### config.mk
export PLATFORM = sky130hd
export DESIGN_NAME = dbg_cti_regs
export DESIGN_NICKNAME = d
export VERILOG_FILES = /design/src/ahb_pkg.sv /design/src/dbg_map_pkg.sv /design/src/dbg_cti_regs.sv
export SDC_FILE = /design/constraint.sdc
export NUM_CORES = 1
export LEC_CHECK = 0
export BUFFER_PORTS_ARGS = -buffer_cell sky130_fd_sc_hd__buf_4
export CAP_MARGIN = 30
export CORE_AREA = 2 2 62 64
export DETAILED_ROUTE_END_ITERATION = 8
export DIE_AREA = 0 0 64 66
export PLACE_DENSITY = 0.77
export SLEW_MARGIN = 20
export SYNTH_ARGS = -nofsm -noshare
export SYNTH_HDL_FRONTEND = slang
export SYNTH_SLANG_ARGS = --single-unit
### constraint.sdc
create_clock -name hclk -period 2.37 [get_ports hclk]
set_input_delay 0.3555 -clock hclk [delete_from_list [all_inputs] [get_ports hclk]]
set_output_delay 0.3555 -clock hclk [all_outputs]
set_load 0.01 [all_outputs]
### src/ahb_pkg.sv
`default_nettype none

package ahb_pkg;

   // Bus widths
   localparam int ADDR_W = 32;
   localparam int DATA_W = 32;

   typedef logic [ADDR_W-1:0] addr_t;
   typedef logic [DATA_W-1:0] data_t;

   // Single-bit HRESP as seen on AHB-Lite
   localparam logic HRESP_OKAY  = 1'b0;
   localparam logic HRESP_ERROR = 1'b1;

   // ------------------------------------------------------------
   // Slave response sequencer
   // ------------------------------------------------------------
   // WAIT stalls a read for one cycle
   // ERR1 drives ERROR with the bus held, ERR2 releases it
   typedef enum logic [1:0] {
      RESP_IDLE = 2'd0,
      RESP_WAIT = 2'd1,
      RESP_ERR1 = 2'd2,
      RESP_ERR2 = 2'd3
   } resp_state_t;

endpackage

`default_nettype wire
### src/dbg_map_pkg.sv
`default_nettype none

package dbg_map_pkg;

   // ------------------------------------------------------------
   // Fixed debug regions, 4 KB each
   // ------------------------------------------------------------
   localparam int REGION_LSB = 12;

   localparam ahb_pkg::addr_t ROM_TABLE_BASE = 32'hF000_0000;
   localparam ahb_pkg::addr_t CTI_BASE       = 32'hF000_1000;
   localparam ahb_pkg::addr_t MTB_SFR_BASE   = 32'hF000_2000;

   // Trace SRAM window, relocatable through the MTB BASE register
   localparam int             SRAM_AWIDTH     = 10;
   localparam ahb_pkg::addr_t SRAM_BASE_RESET = 32'h2000_0000;
   // Word index, byte lane bits dropped
   typedef logic [SRAM_AWIDTH-3:0] sram_idx_t;

   // Cross-trigger channels
   localparam int TRIG_W = 4;
   typedef logic [TRIG_W-1:0] trig_t;

   // ROM table words
   // Bit 0 marks the entry present, bit 1 the 32-bit format
   localparam ahb_pkg::data_t ROM_ENTRY0 = 32'h0000_1003;
   localparam ahb_pkg::data_t ROM_ENTRY1 = 32'h0000_2003;

   localparam logic [REGION_LSB-1:0] ROM_ENTRY0_OFS  = 12'h000;
   localparam logic [REGION_LSB-1:0] ROM_ENTRY1_OFS  = 12'h004;
   localparam logic [REGION_LSB-1:0] ROM_MEMTYPE_OFS = 12'hFCC;

   // CTI register offsets
   localparam logic [REGION_LSB-1:0] CTI_CONTROL_OFS  = 12'h000;
   localparam logic [REGION_LSB-1:0] CTI_APPSET_OFS   = 12'h014;
   localparam logic [REGION_LSB-1:0] CTI_APPCLEAR_OFS = 12'h018;
   localparam logic [REGION_LSB-1:0] CTI_TRIGOUT_OFS  = 12'h134;

   // MTB SFR offsets
   localparam logic [REGION_LSB-1:0] MTB_MASTER_OFS = 12'h004;
   localparam logic [REGION_LSB-1:0] MTB_BASE_OFS   = 12'h00C;

endpackage

`default_nettype wire

### src/dbg_cti_regs.sv
`timescale 1ns/10ps
`default_nettype none

module dbg_cti_regs
(
   input  wire                     hclk,
   input  wire                     hreset_n,
   input  wire                     hsel,
   input  wire ahb_pkg::addr_t     haddr,
   input  wire                     htrans_active,
   input  wire                     hwrite,
   input  wire ahb_pkg::data_t     hwdata,
   input  wire                     hready,
   input  wire dbg_map_pkg::trig_t trig_in,
   output logic                    hreadyout,
   output logic                    hresp,
   output ahb_pkg::data_t          hrdata,
   output dbg_map_pkg::trig_t      trig_out
);

   logic xfer;
   logic wr_q;
   logic rd_q;
   logic [dbg_map_pkg::REGION_LSB-1:0] ofs_q;

   // CONTROL bit 0
   logic cti_en;

   dbg_map_pkg::trig_t trig_q;
   dbg_map_pkg::trig_t trig_latch;
   dbg_map_pkg::trig_t app_set;
   dbg_map_pkg::trig_t app_clr;

   assign xfer = hsel & htrans_active & hready;

   // ------------------------------------------------------------
   // Address phase capture
   // ------------------------------------------------------------
   always_ff @(posedge hclk or negedge hreset_n)
   begin
      if (!hreset_n)
      begin
         wr_q <= 1'b0;
         rd_q <= 1'b0;
      end
      else if (hready)
      begin
         wr_q <= xfer & hwrite;
         rd_q <= xfer & ~hwrite;
      end
   end

   always_ff @(posedge hclk)
   begin
      if (xfer)
         ofs_q <= haddr[dbg_map_pkg::REGION_LSB-1:0];
   end

   // Application set and clear pulses, data phase
   always_comb
   begin
      app_set = '0;
      app_clr = '0;
      if (wr_q && ofs_q == dbg_map_pkg::CTI_APPSET_OFS)
         app_set = hwdata[dbg_map_pkg::TRIG_W-1:0];
      if (wr_q && ofs_q == dbg_map_pkg::CTI_APPCLEAR_OFS)
         app_clr = hwdata[dbg_map_pkg::TRIG_W-1:0];
   end

   // ------------------------------------------------------------
   // Control and trigger latch
   // ------------------------------------------------------------
   always_ff @(posedge hclk or negedge hreset_n)
   begin
      if (!hreset_n)
      begin
         cti_en     <= 1'b0;
         trig_q     <= '0;
         trig_latch <= '0;
      end
      else
      begin
         if (wr_q && ofs_q == dbg_map_pkg::CTI_CONTROL_OFS)
            cti_en <= hwdata[0];
         // Inputs sampled first, latched on the following edge
         trig_q <= trig_in;
         // Clear acts on the old latch, new events still land
         trig_latch <= (trig_latch & ~app_clr) | app_set |
                       (trig_q & {dbg_map_pkg::TRIG_W{cti_en}});
      end
   end

   // Outputs drop when disabled, latch itself is kept
   assign trig_out = trig_latch & {dbg_map_pkg::TRIG_W{cti_en}};

   // Zero wait state, never errors
   assign hreadyout = 1'b1;
   assign hresp     = ahb_pkg::HRESP_OKAY;

   // Only TRIGOUT is readable
   assign hrdata = (rd_q && ofs_q == dbg_map_pkg::CTI_TRIGOUT_OFS) ?
                   ahb_pkg::data_t'(trig_latch) : '0;

endmodule

`default_nettype wire

==> impl_metrics.yaml <==
cells_and_area:
  area_growth_pct: 20.9
  nNetsFinal: 208
  stdcell_count: 181
  n_antenna_cell: 0
  final_layout_size_suffix_gt1_share_pct: 38.3
  design_area_um2: 1430
power:
  power_mw: 0.709
  ir_worst_vdd_uv: 352
  sw_frac_of_total_pct: 23.4
  switchingPower_mw: 0.166
  combPwrFrac_pct: 12.3
  clock_power_share_pct: 24.6
  p_leak_nw: 0.649
  p_int_mw: 0.543
  p_per_area_nw_per_um2: 497
  seqPwrFrac_pct: 63.1
hold_path:
  holdCritStartpoint: "trig_in[2]"
  hp-class: "input pin to register"
critical_path:
  slowest_delay_ns: 0.54
  r2r_setup_slack_ns: 0.34
  worstPathMaxFanout: 4
  startpoint: "ofs_q[1]"
  path_buf_inv: 1
  cp_slowest_cell: "or4_4"
  critical-path-top-delay-family: "simple AND/OR/NAND/NOR gates"
  crit_path_start_kind: "register"
  cp.arrival_ns: 2.11
  end_kind: "primary output"
  cp.depth: 5
  crit_type: "register to primary output"
  crit_required_ns: 2.01
  r2r-start: "ofs_q[1]"
  cp_cell_sequence: "or4_4, or3b_4, nor3_4, and2_1, buf_4"
  reg2reg_to: "trig_latch[2]"
  rr_worst_depth: 5
  crit_path_end: "hrdata[0]"
synth:
  synth_top_flop_cell: "edfxtp_1"
  synth-edff-count: 12
  syn_area_per_cell_um2: 12.4
  syn_inst: 95
  synth_area_leaders: "edfxtp_1, dfrtp_1, buf_4, and2_1, a221o_2"
  synth_area_um2: 1180
  synthTopCellsByCount: "buf_4, and2_1, edfxtp_1"
  synthArstFlopShare_pct: 47.8
  yosysTopAreaCell: "edfxtp_1"
  synthDominantCellAreaShare_pct: 30.5
  synth_cell_type_count: 21
  synth_most_common_cell: "buf_4"
  yosys_warnings: 0
  ys_seq_elements: 23
  seq_area_frac_synth_pct: 53.9
timing:
  slew_viol_final: 0
  period_minus_slack_ns: 2.46
  worst_pin_slew_ns: 0.565
  max_freq_mhz: 406
  finalSetupViolCount: 4
  rsz0062_at_grt: "true"
  layout_setup_ws_ns: -0.0937
  fin_crit_sh_pct: 104
  skew_ns: 0.00473
  max-slew-margin-rel_pct: 62.3
  finalHoldViolCount: 0
route:
  via_per_inst: 4.06
  drc: 0
  wl_mm: 1.85
  drt_iter0_drc: 24
  vias: 734
  first_pass_iters: 4
  drtAntennaViolNets: 0
  wl_per_cell_um: 10.2
clocking:
  clk_pin_slew_ns: 0.12
  htree_levels: 1
  clockBufferDepth: 2
  cts_made_buffers: 3
  cts_sinks: 23
  clkLatencyLatePin_ns: 0.30
  cts-root-buf: "clkbuf_4"
  tritoncts: "done"
global_route:
  grt_start_max_net_pins: 15
  grt_pass1_vias: 731
  grt_pass1_wl_mm: 3.10
  grt.overflow.total: 0
  antenna_found_initial: 0
  grt_usage_pct: 9.46
placement:
  dp.cells: 174
  place_ws_ns: 0.149
  hpwl_mm: 1.54
  numPortBuffers: 33
  place_area_um2: 1370
  place.gp.congestion: 0.755
floorplan:
  chipWidth_um: 64
  core_um2: 3550
  die_height_um: 66
  start_util_pct: 33.2
  pin_count: 112
  dieArea_um2: 4220
  rows: 22
outcome:
  violations: "setup timing"
  status: "complete, but fails checks"
run:
  cap_violations: 0
==> worst min path at each step <==
stage,endpoint,slack [ns],cells past startpoint
global route,trig_q[2],0.12,1
finish,trig_q[2],0.15,1
floorplan,cti_en,0.06,0
detailed placement,trig_q[2],0.20,1
CTS,trig_q[2],0.14,1
global placement,trig_q[2],0.19,1
==> routing by layer <==
metal	up-vias	wire length, um	global-route usage (%)
met5	-	0	0
met4	0	0	3.26
met3	0	220	2.39
met2	54	994	17.8
met1	336	630	10.2
li1	344	-	-
==> cells in the final DEF, fill, tap and decap left out <==
master,count
a221o_2,4
a22o_1,2
and2_1,16
and3_1,1
buf_4,35
clkbuf_4,3
clkinv_2,1
conb_1,30
dfrtp_1,11
dlygate4sd3_1,1
edfxtp_1,12
inv_1,2
mux2_2,1
nand2_1,1
nand3_1,4
nand4_1,1
nor2_1,1
nor3_4,2
nor4_4,1
or3_4,1
or3b_2,1
or3b_4,1
or4_4,1
==> final cells by class <==
class | instances | area [um^2]
Clock buffer | 3 | 22.5
Fill cell | 343 | 2120
Sequential cell | 23 | 636
Tap cell | 48 | 60.1
Clock inverter | 1 | 5.00
Inverter | 2 | 7.51
Multi-Input combinational cell | 68 | 423
Timing Repair Buffer | 36 | 273
==> cell families (layout without fill, tap and decap cells) <==
| group | after synthesis | after routing | share of synthesized area [%] |
|---|---|---|---|
| compound gates | 6 | 6 | 5.30 |
| buf+inv | 32 | 42 | 19.7 |
| flops | 23 | 23 | 53.9 |
| mux | 1 | 1 | 0.954 |
| other cells | 2 | 30 | 0.637 |
| simple gates | 31 | 31 | 19.5 |
==> worst register-to-register path, delay by kind of cell, from the launching register on <==
| kind | cells | cell delay [ns] |
|---|---|---|
| AOI/OAI and AO/OA | 1 | 0.39 |
| buffers and inverters | 1 | 0.16 |
| DFF | 1 | 0.40 |
| and+or+nand+nor | 3 | 0.98 |
==> through the flow <==
stage | setup TNS [ns] | hold WS, ns | util (%)
2_1_floorplan | 0 | 0.0599 | -
3_3_place_gp | 0 | 0.193 | 38.5
3_5_place_dp | 0 | 0.200 | 38.5
4_1_cts | -0.450 | 0.138 | 40.2
5_1_grt | -0.821 | 0.116 | 40.2
6_report | -0.353 | 0.149 | 40.2
==> state kept, by name, summed over array words and instances, names as in the netlist <==
signal	cells
ofs_q	12
trig_latch	4
trig_q	4
cti_en	1
rd_q	1
wr_q	1
==> power by group through the flow <==
stage / Clock [mW] / Combinational [mW] / Sequential [mW]
finish: 0.175 / 0.0871 / 0.447
global route: 0.204 / 0.0972 / 0.449
CTS: 0.182 / 0.0877 / 0.447
detailed placement: 0 / 0.0848 / 0.456
global placement: 0 / 0.0827 / 0.455
floorplan: 0 / 0.0778 / 0.453
==> what timing repair did <==
| action | 4_1_cts | 5_1_grt |
|---|---|---|
| gates resized for setup | 1 | 0 |
| hold endpoints to repair | 11 | 0 |
| hold buffers | 1 | 0 |
| buffers inserted | 2 | 0 |
| setup endpoints to repair | 4 | 4 |
| pin swaps | 2 | 1 |
(Power assumes the default switching activity.)
