### config.mk
export PLATFORM = sky130hd
export DESIGN_NAME = dbg_rom_table
export DESIGN_NICKNAME = d
export VERILOG_FILES = /design/src/ahb_pkg.sv /design/src/dbg_map_pkg.sv /design/src/dbg_rom_table.sv
export SDC_FILE = /design/constraint.sdc
export NUM_CORES = 1
export LEC_CHECK = 0
export BUFFER_PORTS_ARGS = -buffer_cell sky130_fd_sc_hd__buf_2
export CORE_ASPECT_RATIO = 0.9
export CORE_UTILIZATION = 39
export DETAILED_ROUTE_END_ITERATION = 10
export PLACE_DENSITY = 0.9
export REMOVE_ABC_BUFFERS = 1
export SYNTH_ARGS = -nofsm -noshare
export SYNTH_HDL_FRONTEND = slang
export SYNTH_SLANG_ARGS = --single-unit
### constraint.sdc
create_clock -name hclk -period 4.25 [get_ports hclk]
set_input_delay 0.2125 -clock hclk [delete_from_list [all_inputs] [get_ports hclk]]
set_output_delay 0.2125 -clock hclk [all_outputs]
set_load 0.005 [all_outputs]
### src/ahb_pkg.sv
`default_nettype none

package ahb_pkg;

   // Bus widths
   localparam int ADDR_W = 32;
   localparam int DATA_W = 32;

   typedef logic [ADDR_W-1:0] addr_t;
   typedef logic [DATA_W-1:0] data_t;

   // Single-bit HRESP as seen on AHB-Lite
   localparam logic HRESP_OKAY  = 1'b0;
   localparam logic HRESP_ERROR = 1'b1;

   // ------------------------------------------------------------
   // Slave response sequencer
   // ------------------------------------------------------------
   // WAIT stalls a read for one cycle
   // ERR1 drives ERROR with the bus held, ERR2 releases it
   typedef enum logic [1:0] {
      RESP_IDLE = 2'd0,
      RESP_WAIT = 2'd1,
      RESP_ERR1 = 2'd2,
      RESP_ERR2 = 2'd3
   } resp_state_t;

endpackage

`default_nettype wire
### src/dbg_map_pkg.sv
`default_nettype none

package dbg_map_pkg;

   // ------------------------------------------------------------
   // Fixed debug regions, 4 KB each
   // ------------------------------------------------------------
   localparam int REGION_LSB = 12;

   localparam ahb_pkg::addr_t ROM_TABLE_BASE = 32'hF000_0000;
   localparam ahb_pkg::addr_t CTI_BASE       = 32'hF000_1000;
   localparam ahb_pkg::addr_t MTB_SFR_BASE   = 32'hF000_2000;

   // Trace SRAM window, relocatable through the MTB BASE register
   localparam int             SRAM_AWIDTH     = 10;
   localparam ahb_pkg::addr_t SRAM_BASE_RESET = 32'h2000_0000;
   // Word index, byte lane bits dropped
   typedef logic [SRAM_AWIDTH-3:0] sram_idx_t;

   // Cross-trigger channels
   localparam int TRIG_W = 4;
   typedef logic [TRIG_W-1:0] trig_t;

   // ROM table words
   // Bit 0 marks the entry present, bit 1 the 32-bit format
   localparam ahb_pkg::data_t ROM_ENTRY0 = 32'h0000_1003;
   localparam ahb_pkg::data_t ROM_ENTRY1 = 32'h0000_2003;

   localparam logic [REGION_LSB-1:0] ROM_ENTRY0_OFS  = 12'h000;
   localparam logic [REGION_LSB-1:0] ROM_ENTRY1_OFS  = 12'h004;
   localparam logic [REGION_LSB-1:0] ROM_MEMTYPE_OFS = 12'hFCC;

   // CTI register offsets
   localparam logic [REGION_LSB-1:0] CTI_CONTROL_OFS  = 12'h000;
   localparam logic [REGION_LSB-1:0] CTI_APPSET_OFS   = 12'h014;
   localparam logic [REGION_LSB-1:0] CTI_APPCLEAR_OFS = 12'h018;
   localparam logic [REGION_LSB-1:0] CTI_TRIGOUT_OFS  = 12'h134;

   // MTB SFR offsets
   localparam logic [REGION_LSB-1:0] MTB_MASTER_OFS = 12'h004;
   localparam logic [REGION_LSB-1:0] MTB_BASE_OFS   = 12'h00C;

endpackage

`default_nettype wire

### src/dbg_rom_table.sv
`timescale 1ns/10ps
`default_nettype none

module dbg_rom_table
(
   input  wire                 hclk,
   input  wire                 hreset_n,
   input  wire                 hsel,
   input  wire ahb_pkg::addr_t haddr,
   input  wire                 htrans_active,
   input  wire                 hwrite,
   input  wire                 hready,
   output logic                hreadyout,
   output logic                hresp,
   output ahb_pkg::data_t      hrdata
);

   ahb_pkg::resp_state_t state;
   ahb_pkg::resp_state_t state_nxt;

   logic xfer_rd;
   logic xfer_wr;
   logic rd_q;
   logic [dbg_map_pkg::REGION_LSB-1:0] ofs_q;

   // Accepted address phases
   assign xfer_rd = hsel & htrans_active & hready & ~hwrite;
   assign xfer_wr = hsel & htrans_active & hready & hwrite;

   // Writes are refused, two-cycle ERROR
   always_comb
   begin
      if (state == ahb_pkg::RESP_ERR1)
         state_nxt = ahb_pkg::RESP_ERR2;
      else if (xfer_wr)
         state_nxt = ahb_pkg::RESP_ERR1;
      else
         state_nxt = ahb_pkg::RESP_IDLE;
   end

   always_ff @(posedge hclk or negedge hreset_n)
   begin
      if (!hreset_n)
      begin
         state <= ahb_pkg::RESP_IDLE;
         rd_q  <= 1'b0;
      end
      else
      begin
         state <= state_nxt;
         if (hready)
            rd_q <= xfer_rd;
      end
   end

   // Offset of the read in flight
   always_ff @(posedge hclk)
   begin
      if (xfer_rd)
         ofs_q <= haddr[dbg_map_pkg::REGION_LSB-1:0];
   end

   assign hreadyout = (state != ahb_pkg::RESP_ERR1);
   assign hresp     = (state == ahb_pkg::RESP_ERR1 || state == ahb_pkg::RESP_ERR2) ?
                      ahb_pkg::HRESP_ERROR : ahb_pkg::HRESP_OKAY;

   // Constant table, holes read zero
   always_comb
   begin
      hrdata = '0;
      if (rd_q)
      begin
         case (ofs_q)
            dbg_map_pkg::ROM_ENTRY0_OFS:  hrdata = dbg_map_pkg::ROM_ENTRY0;
            dbg_map_pkg::ROM_ENTRY1_OFS:  hrdata = dbg_map_pkg::ROM_ENTRY1;
            // System memory present
            dbg_map_pkg::ROM_MEMTYPE_OFS: hrdata = ahb_pkg::data_t'(1);
            default:                      hrdata = '0;
         endcase
      end
   end

endmodule

`default_nettype wire

==> results.md, run 1 <==
- CP Class: flop to output pin
- CP max stage delay: 0.57 ns
- Critical path arrival: 1.74 ns
- Final Skew: 0.00000475 ns
- Number of CTS-inserted buffers: 3
- Cell Area, Synth: 788 sq um
- Yosys warning total: 0
- # port buffers: 23
- CP required: 4.04 ns
- Die width: 49.4 um
- Die extent in y: 44.7 um
- Top cell type by total area after synthesis: edfxtp_1
- Initial DRC count: 4
- # rows: 15
- Fin. Hold Viols: 0
- Worst setup margin: 2.30 ns
- PostCTS Resize Cnt: 0
- Synth area leaders: edfxtp_1, buf_4, dfrtp_1
- GRT Overall Usage: 8.33%
- Commonest cells in the netlist: buf_4, edfxtp_1, nor2_1
- CP Cell Sequence: or4b_4, nor4_4, and2_1, buf_2
- DP HPWL: 742 um
- Layout Area Growth over Synthesis: 8.89%
- Worst IR Drop VDD: 0.257 mV
- Antenna violations before repair: 0
- Tmin final: 1.95 ns
- RSZ-0062 raised after global routing: no
- Fin nets: 130
- Status: finished, final reports clean
- Worst Hold Depth: 1
- Crit path capture type: output pin
- Main flop type after synthesis: edfxtp_1
- WL final: 873 um
- Worst-margin pin slew: 0.871 ns
- Min-delay worst type: primary input to flop
- Syn Area/Cell: 12.1 sq um
- Clk_lat worst skew: 0.26 ns
- Gpl congestion: 0.638
- # DRC: 0
- Die area: 2210 sq um
- Final instance area: 858 sq um
- Top cell type's share of synthesized area: 45.7%
- Fin. max-slew vios: 0
- Antenna fix cells: 0
- Layout fillers: 185
- CP Max Fanout: 3
- FFs w/ async S/R, synth: 20.0%
- Reg2reg setup slack: 3.58 ns
- H-tree lvl count: 1
- Sequential area share after synthesis: 55.2%
- Final core utilization: 44.8%
- Via count: 461
- Maximum number of pins on one net before global-route repair: 13
- GRT overflow: 0
- Longest Clk Path Bufs: 2
- Dominant cell by count in the synthesized netlist: buf_4
- Initial Util: 41.2%
- TritonRoute pass-1 iters: 4
- Postcts setup bufs: 0
- Final hold slack: 0.117 ns
- Drt wl/cell: 7.53 um
- Top Ports: 72
- Setup TNS: 0 ns
- Clk sinks: 15
- Setup WS pre-CTS: 2.58 ns
- Vias/cell: 3.97
- Post-synth EDFFs: 12
- CP max stage cell: or4b_4
- Final setup viols: 0
- Cells after synthesis: 65
- Routed Antenna Nets: 0
- CTS tree: done
- Reg clk slew, reported paths: 0.08 ns
- Pleak: 0.409 nW
- Final worst path period share: 45.8%
- Yosys cell types: 19
- Seq cells post-synth: 15
- Global-route wire length before repair: 1.32 mm
- Vias in the first global route: 373
- Startpoint types: flop
- Area after DPL: 822 sq um
- Max Freq: 513 MHz
- Max Cap Viol: 0
- Slew HR: 41.7%
- Worst-case reg-to-reg path depth: 2
- CTS Root Cell: clkbuf_4
- Layout cells sized above 1: 31.9%
- Core Box Area: 1910 sq um
- Power density over the cells: 336 nW/um^2
## stage by stage
step                      instances  power, mW
final                           116      0.288
after floorplan                  63      0.198
after global routing            116      0.304
after CTS                       116      0.292
after detailed placement        111      0.218
after global placement          111      0.217
## per-layer routing
layer	part of all wire, %	global-route usage [%]
met4	0	3.43
met1	34	6.74
met3	12	2.06
met2	53	18.6
met5	0	0
## cell families (layout without fill, tap and decap cells)
family | count (synthesis) | count (layout) | share of synthesized area (%)
AND/OR/NAND/NOR | 14 | 14 | 13.3
AO/OA/AOI/OAI | 3 | 3 | 2.38
flip-flops | 15 | 15 | 55.2
buffers and inverters | 32 | 31 | 28.6
other | 1 | 28 | 0.476
## timing repair
item                       CTS  global route
hold buffers                 1             0
hold endpoints to repair     3             0
setup endpoints to repair    0             0
## final timing paths
kind / end / start
max in group asynchronous: state[1]$_DFF_PN0_ / hreset_n
worst max register to register: state[1]$_DFF_PN0_ / state[1]$_DFF_PN0_
worst min register to register: state[0]$_DFF_PN0_ / state[1]$_DFF_PN0_
min in group asynchronous: rd_q$_DFFE_PN0P_ / hreset_n
worst max-delay path: hrdata[13] / ofs_q[4]$_DFFE_PP_
worst min-delay path: ofs_q[7]$_DFFE_PP_ / haddr[7]
## cell usage in the layout, fill, tap and decap left out, drive strengths merged
cell type    count
nand4            2
edfxtp          12
nand3            1
and2b            1
o21a             1
clkbuf           4
inv              3
dfrtp            3
nor4             1
buf             23
and2             1
o22ai            1
dlygate4sd3      1
or4              1
or3              1
conb            28
nand2b           1
o21ai            1
or4b             1
nor2             4
## where the power goes
group	internal, mW	total (mW)	switching, mW	leakage (nW)
Sequential	0.173	0.178	0.00492	0.148
Combinational	0.0175	0.0376	0.0201	0.245
Clock	0.0362	0.0731	0.0368	0.0150
Total	0.226	0.288	0.0619	0.409
## sequential cells by signal (all words and copies together), names as in the netlist
name and flops:
rd_q 1, ofs_q 12, state 2
## layout make-up
cell class / count / area, sq um / share of cell area (%)
Tap cell: 25 / 31.3 / 3.64
Multi-Input combinational cell: 45 / 229 / 26.7
Clock buffer: 4 / 26.3 / 3.06
Inverter: 3 / 11.3 / 1.31
Timing Repair Buffer: 24 / 125 / 14.6
Sequential cell: 15 / 435 / 50.7
## worst max-delay path, delay by kind of cell, from the launching register on
kind	cells	cell delay, ns
DFF	1	0.37
buffers and inverters	1	0.10
and+or+nand+nor	3	1.00
Power figures use the tool's default switching activity.
==> run 2: changes to the inputs <==
- CORE_UTILIZATION: 39 -> 32
- PLACE_DENSITY: 0.9 -> 0.8
- clock period: 4.25 -> 1.61 ns (I/O delays scaled with it)
==> run 2 against run 1 <==
  * The flow now finishes with violations (setup timing)
  * Via count grew 11%
  * Utilization about the same
  * Critical path type unchanged
  * Sequential share of layout area fell by 7.4 points
  * Clock power increased to 2.7 times the previous value
  * Largest cell class unchanged
==> results.md, run 2 (same netlist as run 1, synthesis figures left out) <==
- Status: complete, but fails checks
- Violated checks: setup timing
- Fin nets: 145 (+12%)
- GRT Overall Usage: 9.47% (+1.1 points)
- CP required: 1.53 ns (-2.51 ns)
- Worst R2R Start: state[1]$_DFF_PN0_
- Gpl congestion: 0.649 (+1.7%)
- Core Box Area: 2240 sq um (+17%)
- Biggest register: ofs_q
- Crit path capture type: output pin
- RSZ-0062 raised after global routing: yes
- Final worst path period share: 114%
- PostCTS Resize Cnt: 0 (unchanged)
- Top Ports: 72 (unchanged)
- # rows: 16 (+1)
- Layout cells sized above 1: 29.2% (-2.6 points)
- CTS tree: done
- Max Cap Viol: 0 (unchanged)
- Power density over the cells: 793 nW/um^2 (+140%)
- Maximum number of pins on one net before global-route repair: 13 (unchanged)
- Most common cell after layout, fill and taps aside: conb_1
- Via count: 513 (+11%)
- Routed Antenna Nets: 0 (unchanged)
- CP max stage cell: or4_4
- # port buffers: 23 (unchanged)
- Critical path arrival: 1.75 ns (about the same)
- Initial DRC count: 0 (-4)
- Antenna fix cells: 0 (unchanged)
- Die area: 2670 sq um (+21%)
- Drt wl/cell: 8.28 um (+10%)
- Worst IR Drop VDD: 0.466 mV (+82%)
- Layout Area Growth over Synthesis: 27.6%
- Initial Util: 35.2% (-6.0 points)
- Multi-input gate area: 229 sq um (unchanged)
- Worst setup margin: -0.221 ns (-2.52 ns)
- Final core utilization: 44.9% (about the same)
- Largest register FFs: 12 (unchanged)
- Max Freq: 546 MHz
- Register area: 435 sq um (unchanged)
- Longest Clk Path Bufs: 2 (unchanged)
- Most frequent cells in the layout: conb_1, buf_2, dlygate4sd3_1
- Final Skew: 0.0000868 ns (+0.0000821 ns)
- Vias/cell: 3.86 (-2.9%)
- Largest registers: ofs_q x12, state x2, rd_q x1
- # DRC: 0 (unchanged)
- Layout fillers: 200 (+8.1%)
- Antenna violations before repair: 0 (unchanged)
- CP Class: flop to output pin
- CTS Root Cell: clkbuf_4
- Clk sinks: 15 (unchanged)
- Clk_lat worst skew: 0.26 ns (about the same)
- Vias in the first global route: 487 (+31%)
- Number of CTS-inserted buffers: 3 (unchanged)
- WL final: 1.10 mm (+26%)
- Die extent in y: 49.1 um (+9.9%)
- Tmin final: 1.83 ns
- Setup WS pre-CTS: 0.0627 ns (-2.52 ns)
- CP max stage delay: 0.57 ns (about the same)
- Reg2reg setup slack: 0.91 ns (-2.67 ns)
- Final setup viols: 4 (+4)
- TritonRoute pass-1 iters: 1 (-3)
- Startpoint types: flop
- Pleak: 0.473 nW (+16%)
- Reg clk slew, reported paths: 0.08 ns (about the same)
- Critical Path Start: ofs_q[8]$_DFFE_PP_
- CP Max Fanout: 3 (unchanged)
- H-tree lvl count: 1 (unchanged)
- CP Cell Sequence: or4_4, nor4_4, and2_1, buf_2
- Global-route wire length before repair: 1.76 mm (+33%)
- GRT overflow: 0 (unchanged)
- Fin. max-slew vios: 0 (unchanged)
- Min-delay worst type: primary input to flop
- Fin. Hold Viols: 0 (unchanged)
- Hold path start: hwrite
- Tot Pwr: 798 uW (+180%)
- Die width: 54.3 um (+10%)
## run 2: cell type report
cell class	count	share of cell area, %
Sequential cell	15	43.3
Multi-Input combinational cell	45	22.8
Timing Repair Buffer	39	26.9
Inverter	3	1.12
Tap cell	27	3.36
Clock buffer	4	2.61
## run 2: worst paths after layout
path                            cells after the start            endpoint
worst max-delay path                                4          hrdata[13]
worst min-delay path                                2    rd_q$_DFFE_PN0P_
worst max register to register                      2  state[1]$_DFF_PN0_
worst min register to register                      2  state[0]$_DFF_PN0_
max in group asynchronous                           2  state[1]$_DFF_PN0_
min in group asynchronous                           2  state[0]$_DFF_PN0_
## run 2: metrics by stage
stage               hold WS (ns)  TNS [ns]  area [sq um]  cells
floorplan                 -0.215         0           676     63
global placement          -0.124         0           832    114
detailed placement        -0.122         0           832    114
CTS                       0.0105    -0.669           998    132
global route              0.0200     -1.06          1010    133
finish                    0.0246    -0.598          1010    133
## run 2: timing repair
item | CTS | global route
setup endpoints to repair | 4 | 4
hold buffers | 14 | 0
buffers inserted | 0 | 1
pin swaps | 2 | 2
cloned | 0 | 0
hold endpoints to repair | 16 | 0
## run 2: where the power goes
group / total (mW) / internal, mW / leakage [nW] / switching, mW
Sequential: 0.470 / 0.456 / 0.148 / 0.0145
Combinational: 0.130 / 0.0682 / 0.310 / 0.0619
Clock: 0.197 / 0.0958 / 0.0150 / 0.102
## run 2: layer usage
| layer | vias up | track usage [%] | wire (um) |
|---|---|---|---|
| li1 | 247 | - | - |
| met1 | 225 | 6.52 | 326 |
| met2 | 41 | 20.9 | 684 |
| met3 | 0 | 0.935 | 90 |
| met4 | 0 | 5.13 | 0 |
| met5 | - | 0 | 0 |
## run 2: critical path: cells and delay by family, from the launching register on
family | cells | cell delay (ns)
and+or+nand+nor | 3 | 0.97
DFF | 1 | 0.41
buffers and inverters | 1 | 0.10
