**src/ahb_pkg.sv**
```systemverilog
`default_nettype none

package ahb_pkg;

   // Bus widths
   localparam int ADDR_W = 32;
   localparam int DATA_W = 32;

   typedef logic [ADDR_W-1:0] addr_t;
   typedef logic [DATA_W-1:0] data_t;

   // Single-bit HRESP as seen on AHB-Lite
   localparam logic HRESP_OKAY  = 1'b0;
   localparam logic HRESP_ERROR = 1'b1;

   // ------------------------------------------------------------
   // Slave response sequencer
   // ------------------------------------------------------------
   // WAIT stalls a read for one cycle
   // ERR1 drives ERROR with the bus held, ERR2 releases it
   typedef enum logic [1:0] {
      RESP_IDLE = 2'd0,
      RESP_WAIT = 2'd1,
      RESP_ERR1 = 2'd2,
      RESP_ERR2 = 2'd3
   } resp_state_t;

endpackage

`default_nettype wire
```
**src/dbg_map_pkg.sv**
```systemverilog
`default_nettype none

package dbg_map_pkg;

   // ------------------------------------------------------------
   // Fixed debug regions, 4 KB each
   // ------------------------------------------------------------
   localparam int REGION_LSB = 12;

   localparam ahb_pkg::addr_t ROM_TABLE_BASE = 32'hF000_0000;
   localparam ahb_pkg::addr_t CTI_BASE       = 32'hF000_1000;
   localparam ahb_pkg::addr_t MTB_SFR_BASE   = 32'hF000_2000;

   // Trace SRAM window, relocatable through the MTB BASE register
   localparam int             SRAM_AWIDTH     = 10;
   localparam ahb_pkg::addr_t SRAM_BASE_RESET = 32'h2000_0000;
   // Word index, byte lane bits dropped
   typedef logic [SRAM_AWIDTH-3:0] sram_idx_t;

   // Cross-trigger channels
   localparam int TRIG_W = 4;
   typedef logic [TRIG_W-1:0] trig_t;

   // ROM table words
   // Bit 0 marks the entry present, bit 1 the 32-bit format
   localparam ahb_pkg::data_t ROM_ENTRY0 = 32'h0000_1003;
   localparam ahb_pkg::data_t ROM_ENTRY1 = 32'h0000_2003;

   localparam logic [REGION_LSB-1:0] ROM_ENTRY0_OFS  = 12'h000;
   localparam logic [REGION_LSB-1:0] ROM_ENTRY1_OFS  = 12'h004;
   localparam logic [REGION_LSB-1:0] ROM_MEMTYPE_OFS = 12'hFCC;

   // CTI register offsets
   localparam logic [REGION_LSB-1:0] CTI_CONTROL_OFS  = 12'h000;
   localparam logic [REGION_LSB-1:0] CTI_APPSET_OFS   = 12'h014;
   localparam logic [REGION_LSB-1:0] CTI_APPCLEAR_OFS = 12'h018;
   localparam logic [REGION_LSB-1:0] CTI_TRIGOUT_OFS  = 12'h134;

   // MTB SFR offsets
   localparam logic [REGION_LSB-1:0] MTB_MASTER_OFS = 12'h004;
   localparam logic [REGION_LSB-1:0] MTB_BASE_OFS   = 12'h00C;

endpackage

`default_nettype wire

```
**src/dbg_ahb_interconnect.sv**
```systemverilog
`timescale 1ns/10ps
`default_nettype none

module dbg_ahb_interconnect
(
   input  wire                 hclk,
   input  wire                 hreset_n,
   input  wire                 hsel,
   input  wire                 hready,
   input  wire ahb_pkg::addr_t haddr,
   input  wire ahb_pkg::addr_t sram_base,
   input  wire                 hreadyout_rom,
   input  wire                 hresp_rom,
   input  wire ahb_pkg::data_t hrdata_rom,
   input  wire                 hreadyout_cti,
   input  wire                 hresp_cti,
   input  wire ahb_pkg::data_t hrdata_cti,
   input  wire                 hreadyout_mtb,
   input  wire                 hresp_mtb,
   input  wire ahb_pkg::data_t hrdata_mtb,
   output logic                hsel_rom,
   output logic                hsel_cti,
   output logic                hsel_mtb_sfr,
   output logic                hsel_mtb_sram,
   output logic                hreadyout,
   output logic                hresp,
   output ahb_pkg::data_t      hrdata
);

   // Raw region hits, address phase
   logic hit_rom;
   logic hit_cti;
   logic hit_sfr;
   logic hit_sram;

   // Data-phase selects, one per response path
   logic sel_rom_q;
   logic sel_cti_q;
   logic sel_mtb_q;
   logic sel_none;

   // ------------------------------------------------------------
   // Address decode
   // ------------------------------------------------------------
   assign hit_rom = haddr[31:dbg_map_pkg::REGION_LSB] ==
                    dbg_map_pkg::ROM_TABLE_BASE[31:dbg_map_pkg::REGION_LSB];
   assign hit_cti = haddr[31:dbg_map_pkg::REGION_LSB] ==
                    dbg_map_pkg::CTI_BASE[31:dbg_map_pkg::REGION_LSB];
   assign hit_sfr = haddr[31:dbg_map_pkg::REGION_LSB] ==
                    dbg_map_pkg::MTB_SFR_BASE[31:dbg_map_pkg::REGION_LSB];
   // SRAM window follows the programmed base
   assign hit_sram = haddr[31:dbg_map_pkg::SRAM_AWIDTH] ==
                     sram_base[31:dbg_map_pkg::SRAM_AWIDTH];

   always_comb
   begin
      hsel_rom      = hsel & hit_rom;
      hsel_cti      = hsel & hit_cti;
      hsel_mtb_sfr  = hsel & hit_sfr;
      // Fixed regions win if the SRAM is moved on top of them
      hsel_mtb_sram = hsel & hit_sram & ~(hit_rom | hit_cti | hit_sfr);
   end

   // Selects advance only when the bus accepts an address phase
   always_ff @(posedge hclk or negedge hreset_n)
   begin
      if (!hreset_n)
      begin
         sel_rom_q <= 1'b0;
         sel_cti_q <= 1'b0;
         sel_mtb_q <= 1'b0;
      end
      else if (hready)
      begin
         sel_rom_q <= hsel_rom;
         sel_cti_q <= hsel_cti;
         // SFR and SRAM share one return path
         sel_mtb_q <= hsel_mtb_sfr | hsel_mtb_sram;
      end
   end

   // ------------------------------------------------------------
   // Response multiplexer
   // ------------------------------------------------------------
   assign sel_none = ~(sel_rom_q | sel_cti_q | sel_mtb_q);

   // Unmapped or idle: ready, OKAY, zero data
   assign hreadyout = (sel_rom_q & hreadyout_rom) |
                      (sel_cti_q & hreadyout_cti) |
                      (sel_mtb_q & hreadyout_mtb) |
                      sel_none;

   assign hresp = (sel_rom_q & hresp_rom) |
                  (sel_cti_q & hresp_cti) |
                  (sel_mtb_q & hresp_mtb);

   assign hrdata = ({ahb_pkg::DATA_W{sel_rom_q}} & hrdata_rom) |
                   ({ahb_pkg::DATA_W{sel_cti_q}} & hrdata_cti) |
                   ({ahb_pkg::DATA_W{sel_mtb_q}} & hrdata_mtb);

endmodule

`default_nettype wire

```
**config.mk**
```make
export PLATFORM = sky130hd
export DESIGN_NAME = dbg_ahb_interconnect
export DESIGN_NICKNAME = d
export VERILOG_FILES = /design/src/ahb_pkg.sv /design/src/dbg_map_pkg.sv /design/src/dbg_ahb_interconnect.sv
export SDC_FILE = /design/constraint.sdc
export NUM_CORES = 1
export LEC_CHECK = 0
export BUFFER_PORTS_ARGS = -buffer_cell sky130_fd_sc_hd__buf_4
export CORE_AREA = 2 2 80 82
export DETAILED_ROUTE_END_ITERATION = 12
export DIE_AREA = 0 0 82 84
export SYNTH_ARGS = -nofsm -noshare
export SYNTH_HDL_FRONTEND = slang
export SYNTH_SLANG_ARGS = --single-unit
export TNS_END_PERCENT = 5
```
**constraint.sdc**
```tcl
create_clock -name hclk -period 2.2 [get_ports hclk]
set_input_delay 0.55 -clock hclk [delete_from_list [all_inputs] [get_ports hclk]]
set_output_delay 0.55 -clock hclk [all_outputs]
set_load 0.02 [all_outputs]
```
==> results of run 1 <==
[sequential cells by signal, summed over array words and instances (netlist names)]
signal     count
sel_cti_q      1
sel_mtb_q      1
sel_rom_q      1
[layout by cell type (no fill, tap or decap), drive strengths merged]
cell,Yosys,final
o31a,1,1
mux2,2,2
nor3,2,2
nand4b,2,2
or4,1,1
dfrtp,3,3
a222oi,33,33
nand2,2,2
or2,1,1
and4b,2,2
xnor2,7,7
nand4,3,3
o311ai,1,1
inv,34,34
buf,0,210
xor2,15,15
nor4,5,5
a2111oi,1,1
clkbuf,12,4
a22oi,1,1
and4bb,1,1
[repair_timing]
item	CTS	global route
pin swaps	4	7
cloned	0	0
setup buffers	2	3
gates resized for setup	7	11
endpoints found under the setup margin	4	4
[where the power goes]
part,switching (uW),internal [uW],leakage (uW)
Clock,36.5,124,0.0000228
Sequential,4.39,56.8,0.0000405
Combinational,164,273,0.00157
[final timing paths]
path	start	to	slack (ns)	cells past startpoint
worst min-delay path	hreset_n	sel_rom_q	0.12	1
min in group hclk	hready	sel_cti_q	0.62	2
worst min register to register	sel_rom_q	sel_rom_q	0.89	2
worst max register to register	sel_mtb_q	sel_mtb_q	0.94	3
max in group asynchronous	hreset_n	sel_mtb_q	1.99	1
worst max-delay path	sram_base[30]	hsel_mtb_sram	-0.17	6
[cells by family after synthesis]
kind of cell    after synthesis  share of synthesized area (%)
buf+inv                      46                           17.6
compound gates               37                           37.8
xor+xnor                     22                           19.7
simple gates                 19                           14.9
flops                         3                           7.66
mux                           2                           2.30
[through the flow]
step,total power [uW],hold slack (ns),TNS [ns]
2_1_floorplan,185,0.254,0
3_3_place_gp,478,0.339,-0.962
3_5_place_dp,483,0.342,-1.16
4_1_cts,653,0.114,-0.901
5_1_grt,706,0.113,-0.852
6_report,658,0.115,-0.524
[per-layer routing]
metal	vias up	GRT usage (%)	wire length (um)
met5	-	0	0
met4	0	3.03	38
met3	4	4.11	719
met2	111	29.7	3130
met1	870	17.4	2010
li1	921	-	-
[cell type report]
type                    count  area [um^2]  area share, %
flip-flops and latches      3         75.1           2.73
inverters                  34          128           4.64
multi-input cells          80          787           28.6
repair buffers            210         1620           58.9
clock buffers               4         45.0           1.64
well taps                  77         96.3           3.50
[critical path: stages]
cell	delay [ns]
buf_4	0.11
xor2_1	0.16
nor4_2	0.32
nand4_1	0.19
a2111oi_4	0.28
buf_4	0.21
==> flow_results.xml, run 1 <==
<?xml version="1.0" encoding="UTF-8"?>
<metrics>
  <group name="hold_path">
    <metric name="timing.hold.worst.class" unit="">primary input to asynchronous set/reset pin</metric>
  </group>
  <group name="cts">
    <metric name="cts.sinks" unit="">3</metric>
    <metric name="max-clock-path-buffers" unit="">2</metric>
    <metric name="cts_hold_buffers" unit="">0</metric>
    <metric name="tritoncts_clock_tree" unit="">done</metric>
    <metric name="cts_inserted_buffers" unit="">3</metric>
    <metric name="cts.root.buffer_cell" unit="">clkbuf_8</metric>
    <metric name="clock_latency_late_sink" unit="ns">0.22</metric>
    <metric name="worst_path_clk_slew" unit="ns">0.03</metric>
    <metric name="cts-htree-levels" unit="">1</metric>
  </group>
  <group name="power">
    <metric name="p_leak" unit="uW">0.00163</metric>
    <metric name="vdd_ir_drop_max" unit="V">0.000134</metric>
    <metric name="power.density" unit="nW/um^2">239</metric>
  </group>
  <group name="cells_and_area">
    <metric name="final-instance-count-excl-fill" unit="">408</metric>
    <metric name="n_antenna_cell" unit="">0</metric>
    <metric name="synthToLayoutAreaGrowth" unit="%">181</metric>
    <metric name="number_of_nets_in_the_final_layout" unit="">502</metric>
    <metric name="drive_gt1_share" unit="%">67.4</metric>
    <metric name="fillCellCount" unit="">632</metric>
    <metric name="final_core_utilization" unit="%">45.1</metric>
    <metric name="layout.cell_area.non_filler" unit="um^2">2750</metric>
  </group>
  <group name="timing">
    <metric name="period_share" unit="%">108</metric>
    <metric name="grt_setup_unrepaired" unit="">true</metric>
    <metric name="achievable-frequency" unit="GHz">0.423</metric>
    <metric name="hold_viol" unit="">0</metric>
    <metric name="worstMarginPinSlew" unit="ns">0.391</metric>
    <metric name="period_needed" unit="ns">2.37</metric>
    <metric name="drv_slew" unit="">0</metric>
    <metric name="fin_ws" unit="ns">-0.166</metric>
    <metric name="worst_max_slew_margin_expressed_relative_to_the_limit" unit="%">74.0</metric>
    <metric name="final.setup_skew" unit="ns">0</metric>
    <metric name="setup_viol" unit="">4</metric>
  </group>
  <group name="die">
    <metric name="chipWidth" unit="um">82</metric>
    <metric name="core_area" unit="um^2">6100</metric>
    <metric name="placement_rows" unit="">29</metric>
    <metric name="initial_core_util" unit="%">16.1</metric>
    <metric name="die_area" unit="um^2">6890</metric>
    <metric name="ios" unit="">208</metric>
    <metric name="die_height" unit="um">84</metric>
  </group>
  <group name="global_routing">
    <metric name="grt_max_degree" unit="">28</metric>
    <metric name="number_of_global_route_vias_before_repair" unit="">1905</metric>
    <metric name="global_route_usage_over_all_layers" unit="%">15.8</metric>
    <metric name="antenna_found_initial" unit="">0</metric>
    <metric name="wire_length_of_the_first_global_routing_pass" unit="um">8750</metric>
    <metric name="grt_ovf" unit="">0</metric>
  </group>
  <group name="placement">
    <metric name="gpl.final_weighted_congestion" unit="">0.716</metric>
    <metric name="dpl_cell_area" unit="um^2">2570</metric>
    <metric name="placed_cells" unit="">399</metric>
    <metric name="placement.io_buffers" unit="">187</metric>
    <metric name="post-place-ws" unit="ns">-0.300</metric>
    <metric name="dpl_wire_length" unit="um">4770</metric>
  </group>
  <group name="synthesis">
    <metric name="library_cell_occupying_the_most_area_in_the_post_synthesis_netlist" unit="">a222oi_1</metric>
    <metric name="synth_seq_cells" unit="">3</metric>
    <metric name="synth_top_area_share" unit="%">33.7</metric>
    <metric name="synthesis.area" unit="um^2">980</metric>
    <metric name="synth.lib_cells_used.distinct" unit="">21</metric>
    <metric name="synth.avg_cell_area" unit="um^2">7.59</metric>
    <metric name="seq_total_area_yosys" unit="%">7.66</metric>
    <metric name="synth.net_count" unit="">299</metric>
    <metric name="fraction_of_registers_with_async_set_reset" unit="%">100</metric>
    <metric name="synth_ff_type" unit="">dfrtp_1</metric>
    <metric name="synth_warnings" unit="">0</metric>
    <metric name="netlist_instances" unit="">129</metric>
    <metric name="yosys-top-cells-area" unit="">a222oi_1 34%, xor2_1 13%, inv_1 13%</metric>
    <metric name="yosys.cell_count.top_type" unit="">inv_1</metric>
    <metric name="netlist_top_cells_count" unit="">34 x inv_1, 33 x a222oi_1, 15 x xor2_1</metric>
    <metric name="edff_count_synth" unit="">0</metric>
  </group>
  <group name="detailed_routing">
    <metric name="firstDrtPassIters" unit="">8</metric>
    <metric name="initialDrtViolationCount" unit="">153</metric>
    <metric name="via_count" unit="">1906</metric>
    <metric name="drt-total-wl" unit="um">5900</metric>
    <metric name="vias_per_cell" unit="">4.67</metric>
    <metric name="post-route-drc-count" unit="">0</metric>
    <metric name="route.antenna.remaining_nets" unit="">0</metric>
    <metric name="wire_per_inst" unit="um">14.4</metric>
  </group>
  <group name="setup_path">
    <metric name="end_kind" unit="">primary output</metric>
    <metric name="timing_worst_setup_path_type" unit="">primary input to primary output</metric>
    <metric name="critPathMaxFanout" unit="">2</metric>
    <metric name="timing.critical_path.required" unit="ns">1.65</metric>
    <metric name="worstSetupStartpointType" unit="">primary input</metric>
    <metric name="arrival" unit="ns">1.82</metric>
  </group>
  <group name="status">
    <metric name="violations" unit="">setup timing</metric>
    <metric name="outcome" unit="">finished, violations left</metric>
  </group>
  <group name="flow_run">
    <metric name="drv_cap" unit="">0</metric>
  </group>
</metrics>
Power figures use the tool's default switching activity.
==> run 2: changes to the inputs <==
SKIP_CTS_REPAIR_TIMING = 1   (was not set)
TNS_END_PERCENT = 30   (was 5)
==> flow_results.xml, run 2 (synthesis gave the netlist of run 1 again) <==
<?xml version="1.0" encoding="UTF-8"?>
<metrics>
  <group name="timing">
    <metric name="fin_ws" unit="ns">-0.183</metric>
    <metric name="worstMarginPinSlew" unit="ns">0.392</metric>
    <metric name="worst_max_slew_margin_expressed_relative_to_the_limit" unit="%">73.9</metric>
    <metric name="period_needed" unit="ns">2.38</metric>
    <metric name="period_share" unit="%">108</metric>
    <metric name="setup_viol" unit="">4</metric>
    <metric name="final.setup_skew" unit="ns">0</metric>
    <metric name="grt_setup_unrepaired" unit="">true</metric>
    <metric name="fin_worst_hold_slack" unit="ns">0.116</metric>
    <metric name="tns" unit="ns">-0.685</metric>
    <metric name="achievable-frequency" unit="GHz">0.420</metric>
    <metric name="hold_viol" unit="">0</metric>
    <metric name="drv_slew" unit="">0</metric>
  </group>
  <group name="setup_path">
    <metric name="arrival" unit="ns">1.83</metric>
    <metric name="critical_path_depth" unit="">5</metric>
    <metric name="cp_top_family" unit="">simple AND/OR/NAND/NOR gates</metric>
    <metric name="timing_worst_setup_path_type" unit="">primary input to primary output</metric>
    <metric name="cp_num_buf_inv" unit="">2</metric>
    <metric name="timing.reg2reg.worst_path_depth" unit="">3</metric>
    <metric name="cp_cell_sequence" unit="">buf_6 -&gt; or4_4 -&gt; nor3_4 -&gt; and4b_1 -&gt; buf_4</metric>
    <metric name="end_kind" unit="">primary output</metric>
    <metric name="critPathMaxFanout" unit="">4</metric>
    <metric name="worstSetupStartpointType" unit="">primary input</metric>
    <metric name="timing.critical_path.required" unit="ns">1.65</metric>
    <metric name="timing.critical_path.slowest_cell_delay" unit="ns">0.54</metric>
    <metric name="slowest_stage" unit="">or4_4</metric>
  </group>
  <group name="cts">
    <metric name="max-clock-path-buffers" unit="">2</metric>
    <metric name="cts.root.buffer_cell" unit="">clkbuf_8</metric>
    <metric name="cts-htree-levels" unit="">1</metric>
    <metric name="cts_inserted_buffers" unit="">3</metric>
    <metric name="clock_latency_late_sink" unit="ns">0.22</metric>
    <metric name="worst_path_clk_slew" unit="ns">0.03</metric>
    <metric name="cts.sinks" unit="">3</metric>
    <metric name="tritoncts_clock_tree" unit="">done</metric>
  </group>
  <group name="global_routing">
    <metric name="number_of_global_route_vias_before_repair" unit="">1878</metric>
    <metric name="global_route_usage_over_all_layers" unit="%">15.5</metric>
    <metric name="wire_length_of_the_first_global_routing_pass" unit="um">8560</metric>
    <metric name="antenna_found_initial" unit="">0</metric>
    <metric name="grt_ovf" unit="">0</metric>
    <metric name="grt_max_degree" unit="">28</metric>
  </group>
  <group name="detailed_routing">
    <metric name="route.antenna.remaining_nets" unit="">0</metric>
    <metric name="via_count" unit="">1895</metric>
    <metric name="vias_per_cell" unit="">4.68</metric>
    <metric name="initialDrtViolationCount" unit="">145</metric>
    <metric name="wire_per_inst" unit="um">14.2</metric>
    <metric name="post-route-drc-count" unit="">0</metric>
    <metric name="drt-total-wl" unit="um">5770</metric>
    <metric name="firstDrtPassIters" unit="">7</metric>
  </group>
  <group name="die">
    <metric name="die_area" unit="um^2">6890</metric>
    <metric name="chipWidth" unit="um">82</metric>
    <metric name="ios" unit="">208</metric>
    <metric name="core_area" unit="um^2">6100</metric>
    <metric name="initial_core_util" unit="%">16.1</metric>
    <metric name="die_height" unit="um">84</metric>
    <metric name="placement_rows" unit="">29</metric>
  </group>
  <group name="status">
    <metric name="violations" unit="">setup timing</metric>
    <metric name="outcome" unit="">finished, violations left</metric>
  </group>
  <group name="placement">
    <metric name="placement.io_buffers" unit="">187</metric>
    <metric name="dpl_wire_length" unit="um">4770</metric>
    <metric name="gpl.final_weighted_congestion" unit="">0.716</metric>
    <metric name="dpl_cell_area" unit="um^2">2570</metric>
  </group>
  <group name="cells_and_area">
    <metric name="drive_gt1_share" unit="%">67.1</metric>
    <metric name="final_core_utilization" unit="%">44.0</metric>
    <metric name="n_antenna_cell" unit="">0</metric>
    <metric name="commonest_cells_after_routing_fill_and_taps_aside" unit="">203 x buf_4, 34 x inv_1, 33 x a222oi_1</metric>
    <metric name="layout.cell_area.non_filler" unit="um^2">2680</metric>
    <metric name="layout_commonest_cell" unit="">buf_4</metric>
    <metric name="largestRegisters" unit="">sel_cti_q: 1 flops, sel_mtb_q: 1 flops, sel_rom_q: 1 flops</metric>
    <metric name="synthToLayoutAreaGrowth" unit="%">174</metric>
    <metric name="number_of_nets_in_the_final_layout" unit="">499</metric>
  </group>
  <group name="flow_run">
    <metric name="drv_cap" unit="">0</metric>
  </group>
  <group name="power">
    <metric name="p_leak" unit="uW">0.00160</metric>
    <metric name="power.density" unit="nW/um^2">242</metric>
    <metric name="p_total" unit="uW">648</metric>
    <metric name="vdd_ir_drop_max" unit="V">0.000133</metric>
  </group>
  <group name="hold_path">
    <metric name="timing.hold.worst.class" unit="">primary input to asynchronous set/reset pin</metric>
  </group>
</metrics>
[run 2: changes by cell type in the layout (fill, tap and decap cells not counted)]
cell,delta
buf_4,+2
buf_6,-3
buf_8,-2
nor4_2,+2
nor4_4,-2
[run 2: final cells by class]
cell class / count / area, um^2
Sequential cell: 3 / 75.1
Fill cell: 646 / 3410
Clock buffer: 4 / 45.0
Timing Repair Buffer: 207 / 1570
Tap cell: 77 / 96.3
Multi-Input combinational cell: 80 / 769
Inverter: 34 / 128
[run 2: worst paths after layout]
check,startpoint,to,slack [ns]
max in group asynchronous,hreset_n,sel_mtb_q,1.99
hold / removal,hreset_n,sel_rom_q,0.12
min in group hclk,hready,sel_cti_q,0.62
setup / recovery,haddr[26],hsel_mtb_sfr,-0.18
setup reg to reg,sel_mtb_q,sel_mtb_q,0.94
hold reg to reg,sel_rom_q,sel_rom_q,0.88
[run 2: power by group]
group / switching [uW] / internal (uW)
Clock: 36.2 / 124
Sequential: 4.40 / 56.8
Combinational: 159 / 268
[run 2: worst reg2reg max path, delay by kind of cell (launching register included)]
kind	cells	cell delay, ns
DFF	1	0.50
and+or+nand+nor	1	0.29
buffers and inverters	1	0.23
AOI/OAI and AO/OA	1	0.11
[run 2: metrics by stage]
| stage | std cells | setup WS, ns |
|---|---|---|
| finish | 405 | -0.183 |
| detailed placement | 399 | -0.300 |
| floorplan | 129 | 0.0368 |
| global placement | 399 | -0.286 |
| CTS | 403 | -0.304 |
| global route | 405 | -0.247 |
[run 2: layer usage]
| layer | global-route usage, % | routed length, um | up-vias |
|---|---|---|---|
| li1 | - | - | 914 |
| met1 | 17.1 | 2010 | 867 |
| met2 | 28.9 | 3010 | 110 |
| met3 | 4.11 | 720 | 4 |
| met4 | 2.88 | 28 | 0 |
| met5 | 0 | 0 | - |
